<file path="config.mk">
export PLATFORM = sky130hd
export DESIGN_NAME = hpsdr_ds_top
export DESIGN_NICKNAME = d
export VERILOG_FILES = /design/src/design/hpsdr_pkg.sv /design/src/design/hpsdr_ifs.sv /design/src/design/hpsdr_ds_top.sv /design/src/design/link_supervisor.sv /design/src/design/cmd_assembler.sv /design/src/design/ds_parser.sv
export SDC_FILE = /design/constraint.sdc
export NUM_CORES = 1
export LEC_CHECK = 0
export BUFFER_PORTS_ARGS = -buffer_cell sky130_fd_sc_hd__buf_4
export CAP_MARGIN = 20
export CORE_UTILIZATION = 55
export CTS_CLUSTER_DIAMETER = 30
export CTS_CLUSTER_SIZE = 30
export DETAILED_ROUTE_END_ITERATION = 6
export GPL_ROUTABILITY_DRIVEN = 0
export PLACE_DENSITY = 0.9
export SLEW_MARGIN = 20
export SYNTH_ARGS = -nofsm -noshare
export SYNTH_HDL_FRONTEND = slang
export SYNTH_SLANG_ARGS = --single-unit
</file>
<file path="constraint.sdc">
create_clock -name clk -period 7.4 [get_ports clk]
set_clock_uncertainty 0.05 [all_clocks]
set_input_delay 0.37 -clock clk [delete_from_list [all_inputs] [get_ports clk]]
set_output_delay 0.37 -clock clk [all_outputs]
set_load 0.01 [all_outputs]
</file>
<file path="src/design/hpsdr_pkg.sv">
// Downstream protocol constants, parser state encoding, field widths and timer values
package hpsdr_pkg;

  // Packet framing
  localparam logic [7:0]  PREAMBLE0       = 8'hef;
  localparam logic [7:0]  PREAMBLE1       = 8'hfe;
  localparam logic [7:0]  PKT_DATA        = 8'h01;
  localparam logic [7:0]  PKT_DISCOVER    = 8'h02;
  localparam logic [7:0]  PKT_FLASH       = 8'h03;
  localparam logic [7:0]  PKT_RUNSTOP     = 8'h04;
  localparam logic [7:0]  PKT_CMD         = 8'h05;
  localparam logic [7:0]  SYNC_BYTE       = 8'h7f;
  localparam logic [7:0]  FLASH_PROGRAM   = 8'h01;
  localparam logic [7:0]  FLASH_ERASE     = 8'h02;
  localparam logic [14:0] HPSDR_PORT_BASE = 15'd512;

  // Command word
  localparam int          CMD_ADDR_W      = 6;
  localparam int          CMD_DATA_W      = 32;
  localparam logic [5:0]  KEYER_CFG_ADDR  = 6'h0f;
  localparam int          KEYER_CFG_BIT   = 24;

  // Supervisor timers
  localparam int          WATCHDOG_W      = 10;
  localparam int          CW_HANG_MS      = 500;
  localparam int          HANG_W          = 9;

  localparam int          FLASH_CNT_W     = 14;
  localparam logic [5:0]  SUBFRAMES       = 6'd63;

  typedef enum logic [5:0] {
    S_START         = 6'h00, S_PREAMBLE    = 6'h01, S_DECODE      = 6'h02,
    S_RUNSTOP       = 6'h03, S_DISCOVERY   = 6'h04, S_ENDPOINT    = 6'h05,
    S_SEQNO3        = 6'h06, S_SEQNO2      = 6'h07, S_SEQNO1      = 6'h08,
    S_SEQNO0        = 6'h09, S_SYNC2       = 6'h10, S_SYNC1       = 6'h11,
    S_SYNC0         = 6'h12, S_CMDCTRL     = 6'h13, S_CMDDATA3    = 6'h14,
    S_CMDDATA2      = 6'h15, S_CMDDATA1    = 6'h16, S_CMDDATA0    = 6'h17,
    S_PUSHL1        = 6'h18, S_PUSHL0      = 6'h19, S_PUSHR1      = 6'h1a,
    S_PUSHR0        = 6'h1b, S_PUSHI1      = 6'h1c, S_PUSHI0      = 6'h1d,
    S_PUSHQ1        = 6'h1e, S_PUSHQ0      = 6'h1f, S_FLASH_ERASE = 6'h20,
    S_FLASH_DECODE  = 6'h2a, S_FLASH_CNT3  = 6'h2b, S_FLASH_CNT2  = 6'h2c,
    S_FLASH_CNT1    = 6'h2d, S_FLASH_CNT0  = 6'h2e, S_FLASH_PROG  = 6'h2f
  } parser_state_e;

endpackage
</file>
<file path="src/design/hpsdr_ifs.sv">
// Command-byte load interface and parser-to-supervisor interface
`timescale 1ns/1ps

interface cmd_load_if;
  logic [7:0] data_byte;
  logic       ctrl_load;
  logic       data_load;
  logic [1:0] data_sel;
  logic       commit;
  logic       alt;
  logic       ptt;

  modport parser (output data_byte, ctrl_load, data_load, data_sel, commit, alt, input ptt);
  modport assembler (input data_byte, ctrl_load, data_load, data_sel, commit, alt, output ptt);
endinterface

interface supervisor_if;
  logic       runstop_load;
  logic [1:0] runstop_bits;
  logic       pkt_start;
  logic       cw_load;
  logic       cw_bit;
  logic       abort;
  logic       iq_enable;

  modport parser (output runstop_load, runstop_bits, pkt_start, cw_load, cw_bit,
                  input abort, iq_enable);
  modport supervisor (input runstop_load, runstop_bits, pkt_start, cw_load, cw_bit,
                      output abort, iq_enable);
endinterface

</file>
<file path="src/design/hpsdr_ds_top.sv">
// Downstream unpacker top level with parser, command assembler and link supervisor
`timescale 1ns/1ps

module hpsdr_ds_top (
  input  logic                              clk,
  input  logic                              rst,
  input  logic [15:0]                       eth_port,
  input  logic                              eth_broadcast,
  input  logic                              eth_valid,
  input  logic [7:0]                        eth_data,
  input  logic                              eth_unreachable,
  input  logic                              watchdog_up,
  input  logic                              msec_pulse,
  input  logic                              flash_erase_ack,
  input  logic [hpsdr_pkg::CMD_ADDR_W-1:0]  cmd_addr,
  input  logic [hpsdr_pkg::CMD_DATA_W-1:0]  cmd_data,
  input  logic                              cmd_rqst,
  output logic                              run,
  output logic                              wide_spectrum,
  output logic                              discover_port,
  output logic                              discover_cnt,
  output logic [hpsdr_pkg::CMD_ADDR_W-1:0]  ds_cmd_addr,
  output logic [hpsdr_pkg::CMD_DATA_W-1:0]  ds_cmd_data,
  output logic                              ds_cmd_cnt,
  output logic                              ds_cmd_resprqst,
  output logic                              ds_cmd_is_alt,
  output logic [7:0]                        ds_tdata,
  output logic                              iq_valid,
  output logic                              iq_last,
  output logic                              iq_user,
  output logic                              lr_valid,
  output logic                              lr_last,
  output logic                              flash_valid,
  output logic                              flash_last,
  output logic [hpsdr_pkg::FLASH_CNT_W-1:0] flash_cnt,
  output logic                              flash_erase
);

  cmd_load_if   cmd_bus ();
  supervisor_if sup_bus ();

  logic keyer_internal;

  // Streams share the raw byte lane
  assign ds_tdata = eth_data;

  ds_parser parser0 (
    .clk             (clk),
    .rst             (rst),
    .eth_port        (eth_port),
    .eth_broadcast   (eth_broadcast),
    .eth_valid       (eth_valid),
    .eth_data        (eth_data),
    .flash_erase_ack (flash_erase_ack),
    .cmd             (cmd_bus.parser),
    .sup             (sup_bus.parser),
    .discover_port   (discover_port),
    .discover_cnt    (discover_cnt),
    .lr_valid        (lr_valid),
    .lr_last         (lr_last),
    .iq_valid        (iq_valid),
    .iq_last         (iq_last),
    .iq_user         (iq_user),
    .flash_valid     (flash_valid),
    .flash_last      (flash_last),
    .flash_cnt       (flash_cnt),
    .flash_erase     (flash_erase)
  );

  cmd_assembler asm0 (
    .clk             (clk),
    .rst             (rst),
    .cmd             (cmd_bus.assembler),
    .cmd_addr        (cmd_addr),
    .cmd_data        (cmd_data),
    .cmd_rqst        (cmd_rqst),
    .ds_cmd_addr     (ds_cmd_addr),
    .ds_cmd_data     (ds_cmd_data),
    .ds_cmd_cnt      (ds_cmd_cnt),
    .ds_cmd_resprqst (ds_cmd_resprqst),
    .ds_cmd_is_alt   (ds_cmd_is_alt),
    .keyer_internal  (keyer_internal)
  );

  link_supervisor sup0 (
    .clk             (clk),
    .rst             (rst),
    .eth_unreachable (eth_unreachable),
    .watchdog_up     (watchdog_up),
    .msec_pulse      (msec_pulse),
    .ptt             (cmd_bus.ptt),
    .keyer_internal  (keyer_internal),
    .sup             (sup_bus.supervisor),
    .run             (run),
    .wide_spectrum   (wide_spectrum)
  );

endmodule

</file>
<file path="src/design/link_supervisor.sv">
// Run and wide-spectrum registers, packet watchdog and CW hang timer
`timescale 1ns/1ps

module link_supervisor (
  input  logic               clk,
  input  logic               rst,
  input  logic               eth_unreachable,
  input  logic               watchdog_up,
  input  logic               msec_pulse,
  input  logic               ptt,
  input  logic               keyer_internal,
  supervisor_if.supervisor   sup,
  output logic               run,
  output logic               wide_spectrum
);
  import hpsdr_pkg::*;

  logic [WATCHDOG_W-1:0] watchdog_cnt;
  logic [HANG_W-1:0]     hang_cnt;
  logic                  hang_active;
  logic                  cw_event;

  assign sup.abort     = eth_unreachable | (&watchdog_cnt);
  assign hang_active   = |hang_cnt;
  assign sup.iq_enable = hang_active | ptt;
  // Only a locally keyed CW element holds I/Q open
  assign cw_event      = sup.cw_load & sup.cw_bit & keyer_internal & ~ptt;

  always_ff @(posedge clk) begin
    if (rst || sup.abort) begin
      run           <= 1'b0;
      wide_spectrum <= 1'b0;
    end else if (sup.runstop_load) begin
      run           <= sup.runstop_bits[0];
      wide_spectrum <= sup.runstop_bits[1];
    end
  end

  // Counts up while running, data packets reset it
  always_ff @(posedge clk) begin
    if (rst || !run || sup.pkt_start) watchdog_cnt <= '0;
    else if (watchdog_up) watchdog_cnt <= watchdog_cnt + 1'b1;
  end

  always_ff @(posedge clk) begin
    if (rst) hang_cnt <= '0;
    else if (cw_event) hang_cnt <= HANG_W'(CW_HANG_MS);
    else if (msec_pulse && hang_active) hang_cnt <= hang_cnt - 1'b1;
  end

endmodule

</file>
<file path="src/design/cmd_assembler.sv">
// Command word assembly from byte strobes and upstream keyer-enable snoop
`timescale 1ns/1ps

module cmd_assembler (
  input  logic                             clk,
  input  logic                             rst,
  cmd_load_if.assembler                    cmd,
  input  logic [hpsdr_pkg::CMD_ADDR_W-1:0] cmd_addr,
  input  logic [hpsdr_pkg::CMD_DATA_W-1:0] cmd_data,
  input  logic                             cmd_rqst,
  output logic [hpsdr_pkg::CMD_ADDR_W-1:0] ds_cmd_addr,
  output logic [hpsdr_pkg::CMD_DATA_W-1:0] ds_cmd_data,
  output logic                             ds_cmd_cnt,
  output logic                             ds_cmd_resprqst,
  output logic                             ds_cmd_is_alt,
  output logic                             keyer_internal
);
  import hpsdr_pkg::*;

  logic                  stage_resprqst;
  logic [CMD_ADDR_W-1:0] stage_addr;
  logic [CMD_DATA_W-1:8] stage_data;
  logic                  ptt_q;

  assign cmd.ptt = ptt_q;

  // Staged fields taken byte by byte
  always_ff @(posedge clk) begin
    if (cmd.ctrl_load) begin
      stage_resprqst <= cmd.data_byte[7];
      stage_addr     <= cmd.data_byte[6:1];
    end
    if (cmd.data_load && cmd.data_sel != 2'd0)
      stage_data[{cmd.data_sel, 3'b000} +: 8] <= cmd.data_byte;
  end

  always_ff @(posedge clk) begin
    if (rst) begin
      ptt_q           <= 1'b0;
      ds_cmd_addr     <= '0;
      ds_cmd_data     <= '0;
      ds_cmd_cnt      <= 1'b0;
      ds_cmd_resprqst <= 1'b0;
      ds_cmd_is_alt   <= 1'b0;
    end else begin
      if (cmd.ctrl_load) ptt_q <= cmd.data_byte[0];
      // Low lane arrives with the commit strobe itself
      if (cmd.commit) begin
        ds_cmd_addr     <= stage_addr;
        ds_cmd_data     <= {stage_data[CMD_DATA_W-1:8], cmd.data_byte};
        ds_cmd_resprqst <= stage_resprqst;
        ds_cmd_is_alt   <= cmd.alt;
        ds_cmd_cnt      <= ~ds_cmd_cnt;
      end
    end
  end

  // Keyer location from the upstream command bus
  always_ff @(posedge clk) begin
    if (rst) keyer_internal <= 1'b0;
    else if (cmd_rqst && cmd_addr == KEYER_CFG_ADDR) keyer_internal <= cmd_data[KEYER_CFG_BIT];
  end

endmodule

</file>
<file path="src/design/ds_parser.sv">
// Downstream packet parser FSM driving stream marks, command strobes and supervisor events
`timescale 1ns/1ps

module ds_parser (
  input  logic                              clk,
  input  logic                              rst,
  input  logic [15:0]                       eth_port,
  input  logic                              eth_broadcast,
  input  logic                              eth_valid,
  input  logic [7:0]                        eth_data,
  input  logic                              flash_erase_ack,
  cmd_load_if.parser                        cmd,
  supervisor_if.parser                      sup,
  output logic                              discover_port,
  output logic                              discover_cnt,
  output logic                              lr_valid,
  output logic                              lr_last,
  output logic                              iq_valid,
  output logic                              iq_last,
  output logic                              iq_user,
  output logic                              flash_valid,
  output logic                              flash_last,
  output logic [hpsdr_pkg::FLASH_CNT_W-1:0] flash_cnt,
  output logic                              flash_erase
);
  import hpsdr_pkg::*;

  parser_state_e          state;
  parser_state_e          state_next;
  // Group count in [5:0], second-frame flag in [6]; flash beat count uses all 8
  logic [7:0]             pushcnt;
  logic [7:0]             pushcnt_next;
  logic [FLASH_CNT_W-1:0] flash_cnt_next;
  logic                   discover_port_next;
  logic                   discover_cnt_next;
  logic                   cw_bit_q;
  logic                   cw_bit_next;
  logic                   port_ok;

  assign port_ok          = (eth_port[15:1] == HPSDR_PORT_BASE);
  assign cmd.data_byte    = eth_data;
  assign cmd.alt          = eth_port[0];
  assign sup.runstop_bits = eth_data[1:0];
  assign sup.cw_bit       = cw_bit_q;

  always_ff @(posedge clk) begin
    if (rst) begin
      state         <= S_START;
      pushcnt       <= 8'h00;
      flash_cnt     <= '0;
      discover_port <= 1'b0;
      discover_cnt  <= 1'b0;
      cw_bit_q      <= 1'b0;
    end else begin
      state         <= sup.abort ? S_START : state_next;
      pushcnt       <= pushcnt_next;
      flash_cnt     <= flash_cnt_next;
      discover_port <= discover_port_next;
      discover_cnt  <= discover_cnt_next;
      cw_bit_q      <= cw_bit_next;
    end
  end

  always_comb begin
    state_next         = S_START;
    pushcnt_next       = pushcnt;
    flash_cnt_next     = flash_cnt;
    discover_port_next = discover_port;
    discover_cnt_next  = discover_cnt;
    cw_bit_next        = cw_bit_q;
    cmd.ctrl_load      = 1'b0;
    cmd.data_load      = 1'b0;
    cmd.data_sel       = 2'd0;
    cmd.commit         = 1'b0;
    sup.runstop_load   = 1'b0;
    sup.pkt_start      = 1'b0;
    sup.cw_load        = 1'b0;
    lr_valid           = 1'b0;
    lr_last            = 1'b0;
    iq_valid           = 1'b0;
    iq_last            = 1'b0;
    iq_user            = 1'b0;
    flash_valid        = 1'b0;
    flash_last         = 1'b0;
    flash_erase        = 1'b0;

    // Erase wait outlives the packet, everything else needs a live byte
    if (eth_valid || state == S_FLASH_ERASE) begin
      case (state)
        S_START: begin
          if (eth_data == PREAMBLE0 && port_ok) state_next = S_PREAMBLE;
        end
        S_PREAMBLE: begin
          if (eth_data == PREAMBLE1 && port_ok) state_next = S_DECODE;
        end
        S_DECODE: begin
          if (eth_data == PKT_DATA) state_next = S_ENDPOINT;
          else if (eth_data == PKT_RUNSTOP) state_next = S_RUNSTOP;
          else if (eth_data == PKT_DISCOVER) state_next = S_DISCOVERY;
          else if (eth_data == PKT_FLASH) state_next = S_FLASH_DECODE;
          else if (eth_data == PKT_CMD && eth_port[0] && !eth_broadcast)
            state_next = S_CMDCTRL;
        end
        S_RUNSTOP: sup.runstop_load = 1'b1;
        S_DISCOVERY: begin
          discover_port_next = eth_port[0];
          discover_cnt_next  = ~discover_cnt;
        end
        S_FLASH_DECODE: begin
          pushcnt_next = 8'h00;
          if (eth_data == FLASH_PROGRAM) begin
            state_next = S_FLASH_CNT3;
          end else if (eth_data == FLASH_ERASE) begin
            flash_erase = 1'b1;
            state_next  = S_FLASH_ERASE;
          end
        end
        S_FLASH_CNT3: state_next = S_FLASH_CNT2;
        S_FLASH_CNT2: state_next = S_FLASH_CNT1;
        S_FLASH_CNT1: begin
          flash_cnt_next = {eth_data[FLASH_CNT_W-9:0], flash_cnt[7:0]};
          state_next     = S_FLASH_CNT0;
        end
        S_FLASH_CNT0: begin
          flash_cnt_next = {flash_cnt[FLASH_CNT_W-1:8], eth_data};
          state_next     = S_FLASH_PROG;
        end
        S_FLASH_PROG: begin
          flash_valid  = 1'b1;
          pushcnt_next = pushcnt + 8'h01;
          if (&pushcnt) flash_last = 1'b1;
          else state_next = S_FLASH_PROG;
        end
        S_FLASH_ERASE: begin
          flash_erase = 1'b1;
          if (!flash_erase_ack) state_next = S_FLASH_ERASE;
        end
        S_ENDPOINT: begin
          if (eth_data == 8'h02) state_next = S_SEQNO3;
        end
        S_SEQNO3: state_next = S_SEQNO2;
        S_SEQNO2: state_next = S_SEQNO1;
        S_SEQNO1: state_next = S_SEQNO0;
        S_SEQNO0: begin
          sup.pkt_start = 1'b1;
          pushcnt_next  = 8'h00;
          state_next    = S_SYNC2;
        end
        S_SYNC2: if (eth_data == SYNC_BYTE) state_next = S_SYNC1;
        S_SYNC1: if (eth_data == SYNC_BYTE) state_next = S_SYNC0;
        S_SYNC0: if (eth_data == SYNC_BYTE) state_next = S_CMDCTRL;
        S_CMDCTRL: begin
          cmd.ctrl_load = 1'b1;
          state_next    = S_CMDDATA3;
        end
        S_CMDDATA3: begin
          cmd.data_load = 1'b1;
          cmd.data_sel  = 2'd3;
          state_next    = S_CMDDATA2;
        end
        S_CMDDATA2: begin
          cmd.data_load = 1'b1;
          cmd.data_sel  = 2'd2;
          state_next    = S_CMDDATA1;
        end
        S_CMDDATA1: begin
          cmd.data_load = 1'b1;
          cmd.data_sel  = 2'd1;
          state_next    = S_CMDDATA0;
        end
        S_CMDDATA0: begin
          cmd.data_load = 1'b1;
          cmd.commit    = 1'b1;
          // Command-only packets end here
          state_next    = eth_port[0] ? S_START : S_PUSHL1;
        end
        S_PUSHL1, S_PUSHL0, S_PUSHR1: begin
          lr_valid   = 1'b1;
          state_next = parser_state_e'(state + 6'd1);
        end
        S_PUSHR0: begin
          lr_valid     = 1'b1;
          lr_last      = 1'b1;
          pushcnt_next = {pushcnt[7:6], pushcnt[5:0] + 6'd1};
          state_next   = S_PUSHI1;
        end
        S_PUSHI1: begin
          iq_valid   = sup.iq_enable;
          iq_user    = cmd.ptt;
          state_next = S_PUSHI0;
        end
        S_PUSHI0: begin
          iq_valid    = sup.iq_enable;
          iq_user     = cw_bit_q;
          cw_bit_next = eth_data[0];
          state_next  = S_PUSHQ1;
        end
        S_PUSHQ1: begin
          iq_valid   = sup.iq_enable;
          state_next = S_PUSHQ0;
        end
        S_PUSHQ0: begin
          iq_valid    = sup.iq_enable;
          iq_last     = sup.iq_enable;
          sup.cw_load = 1'b1;
          if (pushcnt[5:0] != SUBFRAMES) begin
            state_next = S_PUSHL1;
          end else if (!pushcnt[6]) begin
            // Second frame of the packet follows its own sync
            pushcnt_next = 8'h40;
            state_next   = S_SYNC2;
          end
        end
        default: state_next = S_START;
      endcase
    end
  end

endmodule

</file>
==> out/metrics.yaml <==
global_routing:
  grtUsageTotal: 0.2726
  antenna_found_initial: 0
  grt_pass1_vias: 5130
  grt_pass1_wl_um: 24340
  grt_remaining_overflow: 0
  grt_max_degree: 79
min_path:
  hp-start: "cmd_data[24]"
  holdPathStages: 3
  min_path_type: "in2reg"
  hold_path_end: "asm0.keyer_internal$_SDFFE_PP0P_"
setup_path:
  crit_path_max_incr_delay_ns: 0.82
  r2r_cells: 6
  r2r_end: "asm0.stage_data[12]$_DFFE_PP_"
  cp.required_ns: 7.53
  r2r_slack_ns: 4.20
  worst-setup-path-type: "reg2reg"
  crit_slowest_cell: "dfxtp_1"
  crit_path_end_kind: "flop"
  worstPathArrival_ns: 3.33
  timing.rr.start: "parser0.state[4]$_SDFF_PP0_"
  path_cells: "nor2b_1 > and3_1 > o21ai_1 > ha_1 > nor3_1 > and2_1"
  critPathLaunchType: "flop"
  crit_fanout: 23
pwr:
  p_sw_w: 0.0004293
  power.density_nw_per_um2: 221.4
  p_leak_nw: 2.775
  internal-power_w: 0.001210
  clock_power_share: 0.450
  pwr-share-seq: 0.452
  swShare: 0.2619
  ir_drop_mv: 0.1373
  share_comb_of_total_power: 0.098
drt:
  drt-initial-drc-count: 704
  avgViaCountPerCell: 5.870
  drt_pass1_iterations: 6
  routedWlPerCell_um: 16.61
  drcViolationCount: 0
  wl_um: 15200
  dr_total_vias: 5371
  ant_nets: 0
synthesis:
  ys_ff_latch: 126
  ys_seq_area_frac: 0.4659
  synthArstFlopShare: 0
  synth_cell_types: 74
  syn_inst: 676
  synth-edff-count: 31
  syn_area_per_cell_um2: 8.993
  synthesis.nets: 758
  ys.warnings.count: 0
  synth_flop_cell: "dfxtp_1"
  netlist_area_um2: 6080
floorplanning:
  rows: 38
  fp.dieH_um: 107.1
  core_um2: 10790
  die_area_um2: 11480
  dieWidth_um: 107.1
  start_util: 0.5633
  num_io_pins: 146
sta:
  rsz0062_at_grt: "false"
  finalHoldViolations: 0
  slew_headroom: 0.3576
  fin_crit_sh: 0.4329
  setup_viol_count_final: 0
  tightest_slew_ns: 0.9623
  fin_crit_ns: 3.203
  setup_tns_ns: 0
  slew_violations: 0
  timing.fmax_mhz: 312.2
layout:
  fin_area_um2: 7402
  antenna_cells: 0
  layout.nets: 844
  drive_gt1_frac: 0.2129
  nFillCells: 799
  area_delta_synth_final_pct: 21.75
clock_network:
  clk_pin_slew_ns: 0.06
  postCtsSetupRepairBufs: 0
  clk_path_buf_depth: 2
  clk_latency_ns: 0.52
  cts_made_buffers: 17
  cts_sinks: 126
  cts_max_level: 4
  clock-root-buffer: "clkbuf_8"
  ctsHoldBuffers: 0
  cts_tree: "done"
  cts_resized: 0
run:
  maxCapViolCount: 0
place:
  dp_hpwl_um: 10110
  placed_area_um2: 6877
  port_buffers: 114
outcome:
  status: "complete, no violations"
==> synth_stat cells, types with 3 or more instances <==
library cell | count | area (um^2)
edfxtp_1 | 31 | 930.9
nor2b_1 | 7 | 43.79
o21ai_1 | 4 | 20.02
or3_1 | 5 | 31.28
o41ai_1 | 3 | 26.28
buf_2 | 10 | 50.05
and2_1 | 25 | 156.4
xnor2_1 | 9 | 78.83
mux2i_1 | 21 | 210.2
and4b_1 | 4 | 40.04
ha_1 | 11 | 137.6
nor2_1 | 58 | 217.7
a211oi_1 | 4 | 30.03
buf_4 | 10 | 75.07
nand2_1 | 111 | 416.7
and3_1 | 9 | 56.30
a31oi_1 | 5 | 31.28
o21ai_0 | 17 | 85.08
nand3_1 | 19 | 95.09
o21a_1 | 4 | 30.03
clkbuf_1 | 26 | 97.59
nand2b_1 | 7 | 43.79
nor4_1 | 14 | 87.58
a21oi_1 | 54 | 270.3
o211ai_1 | 3 | 22.52
nor3_1 | 14 | 70.07
dfxtp_1 | 95 | 1902
xor2_1 | 12 | 105.1
nor4bb_1 | 6 | 60.06
nand4_1 | 7 | 43.79
inv_1 | 15 | 56.30
==> layer usage <==
layer  vias to the layer above  share of wire  GRT usage  wire (um)
met5                         -              0          0          0
met4                         0          0.031     0.1341        467
met3                        50          0.079    0.06626       1204
met1                      2475           0.39     0.3263       5948
li1                       2558              -          -          -
met2                       288           0.50     0.4571       7576
==> layout by cell type, fill, tap and decap left out, types with 5 or more instances in the layout <==
master     instances
nor3_1            14
xnor2_1            9
nand2b_1           7
nor2b_1            7
a21oi_1           54
or3_1              5
inv_6              6
nand3_1           19
ha_1              11
edfxtp_1          31
nand4_1            7
mux2i_1           21
a31oi_1            5
clkbuf_16         16
nor2_1            58
inv_1             15
and3_1             9
and2_1            25
nor4_1            14
xor2_1            12
nor4bb_1           6
dfxtp_1           95
o21ai_0           17
nand2_1          111
buf_4            116
==> worst max path at each step <==
stage | start | endpoint | slack [ns] | cells past startpoint
finish | parser0.state[4]$_SDFF_PP0_ | asm0.stage_data[12]$_DFFE_PP_ | 4.20 | 6
CTS | parser0.state[4]$_SDFF_PP0_ | asm0.stage_data[18]$_DFFE_PP_ | 4.25 | 6
global route | parser0.state[4]$_SDFF_PP0_ | asm0.stage_data[12]$_DFFE_PP_ | 3.97 | 6
detailed placement | parser0.state[4]$_SDFF_PP0_ | asm0.stage_data[19]$_DFFE_PP_ | 4.27 | 6
floorplan | parser0.state[0]$_SDFF_PP0_ | asm0.stage_data[16]$_DFFE_PP_ | 5.01 | 8
global placement | parser0.state[4]$_SDFF_PP0_ | asm0.stage_data[16]$_DFFE_PP_ | 4.42 | 6
==> stage by stage <==
stage	worst slack [ns]	hold WS (ns)	total power (W)	std cells	util
floorplan	5.008	0.4097	0.0008645	676	-
global placement	4.418	0.3929	0.0009025	883	0.6371
detailed placement	4.269	0.3993	0.0009116	883	0.6371
CTS	4.250	0.01310	0.001647	915	0.6858
global route	3.968	0.05639	0.001701	915	0.6858
finish	4.197	0.03084	0.001639	915	0.6858
==> power groups by stage <==
stage | clock (W) | sequential [W] | combinational (W)
2_1_floorplan | 0 | 0.000750 | 0.000115
3_5_place_dp | 0 | 0.000755 | 0.000157
5_1_grt | 0.000777 | 0.000743 | 0.000181
3_3_place_gp | 0 | 0.000753 | 0.000150
4_1_cts | 0.000747 | 0.000740 | 0.000160
6_report | 0.000738 | 0.000741 | 0.000160
==> worst max-delay path, delay by kind of cell, from the launching register on <==
family,cells,cell delay [ns]
adder cells (fa/ha/maj),1,0.33
AND/OR/NAND/NOR,4,1.45
AO/OA/AOI/OAI,1,0.21
flip-flops,1,0.82
==> sequential cells by signal, summed over array words and instances (netlist names) <==
signal,flops
sup0.hang_cnt,9
parser0.sup.cw_bit,1
parser0.state,6
sup0.wide_spectrum,1
asm0.ds_cmd_is_alt,1
asm0.ds_cmd_cnt,1
asm0.ds_cmd_data,32
asm0.stage_addr,6
parser0.pushcnt,8
parser0.flash_cnt,14
parser0.discover_cnt,1
asm0.stage_resprqst,1
parser0.discover_port,1
asm0.stage_data,24
asm0.cmd.ptt,1
asm0.ds_cmd_addr,6
sup0.watchdog_cnt,10
sup0.run,1
asm0.keyer_internal,1
asm0.ds_cmd_resprqst,1
==> cell families (layout without fill, tap and decap cells) <==
| kind of cell | after synthesis | after routing | synth area share |
|---|---|---|---|
| compound gates | 124 | 124 | 0.1323 |
| xor+xnor | 21 | 21 | 0.03025 |
| fa+ha+maj | 11 | 11 | 0.02264 |
| buf+inv | 65 | 164 | 0.05083 |
| flops | 126 | 126 | 0.4659 |
| mux | 22 | 22 | 0.03643 |
| simple gates | 307 | 307 | 0.2616 |
==> area by class of cell <==
type	count	area, um^2	share of cell area
Clock buffer	18	417.9	0.05646
Clock inverter	14	107.6	0.01454
Inverter	16	60.06	0.008114
Multi-Input combinational cell	485	2938	0.3969
Sequential cell	126	2833	0.3827
Tap cell	140	175.2	0.02366
Timing Repair Buffer	116	870.8	0.1176
Note: power is estimated with default switching activity, not from simulation.
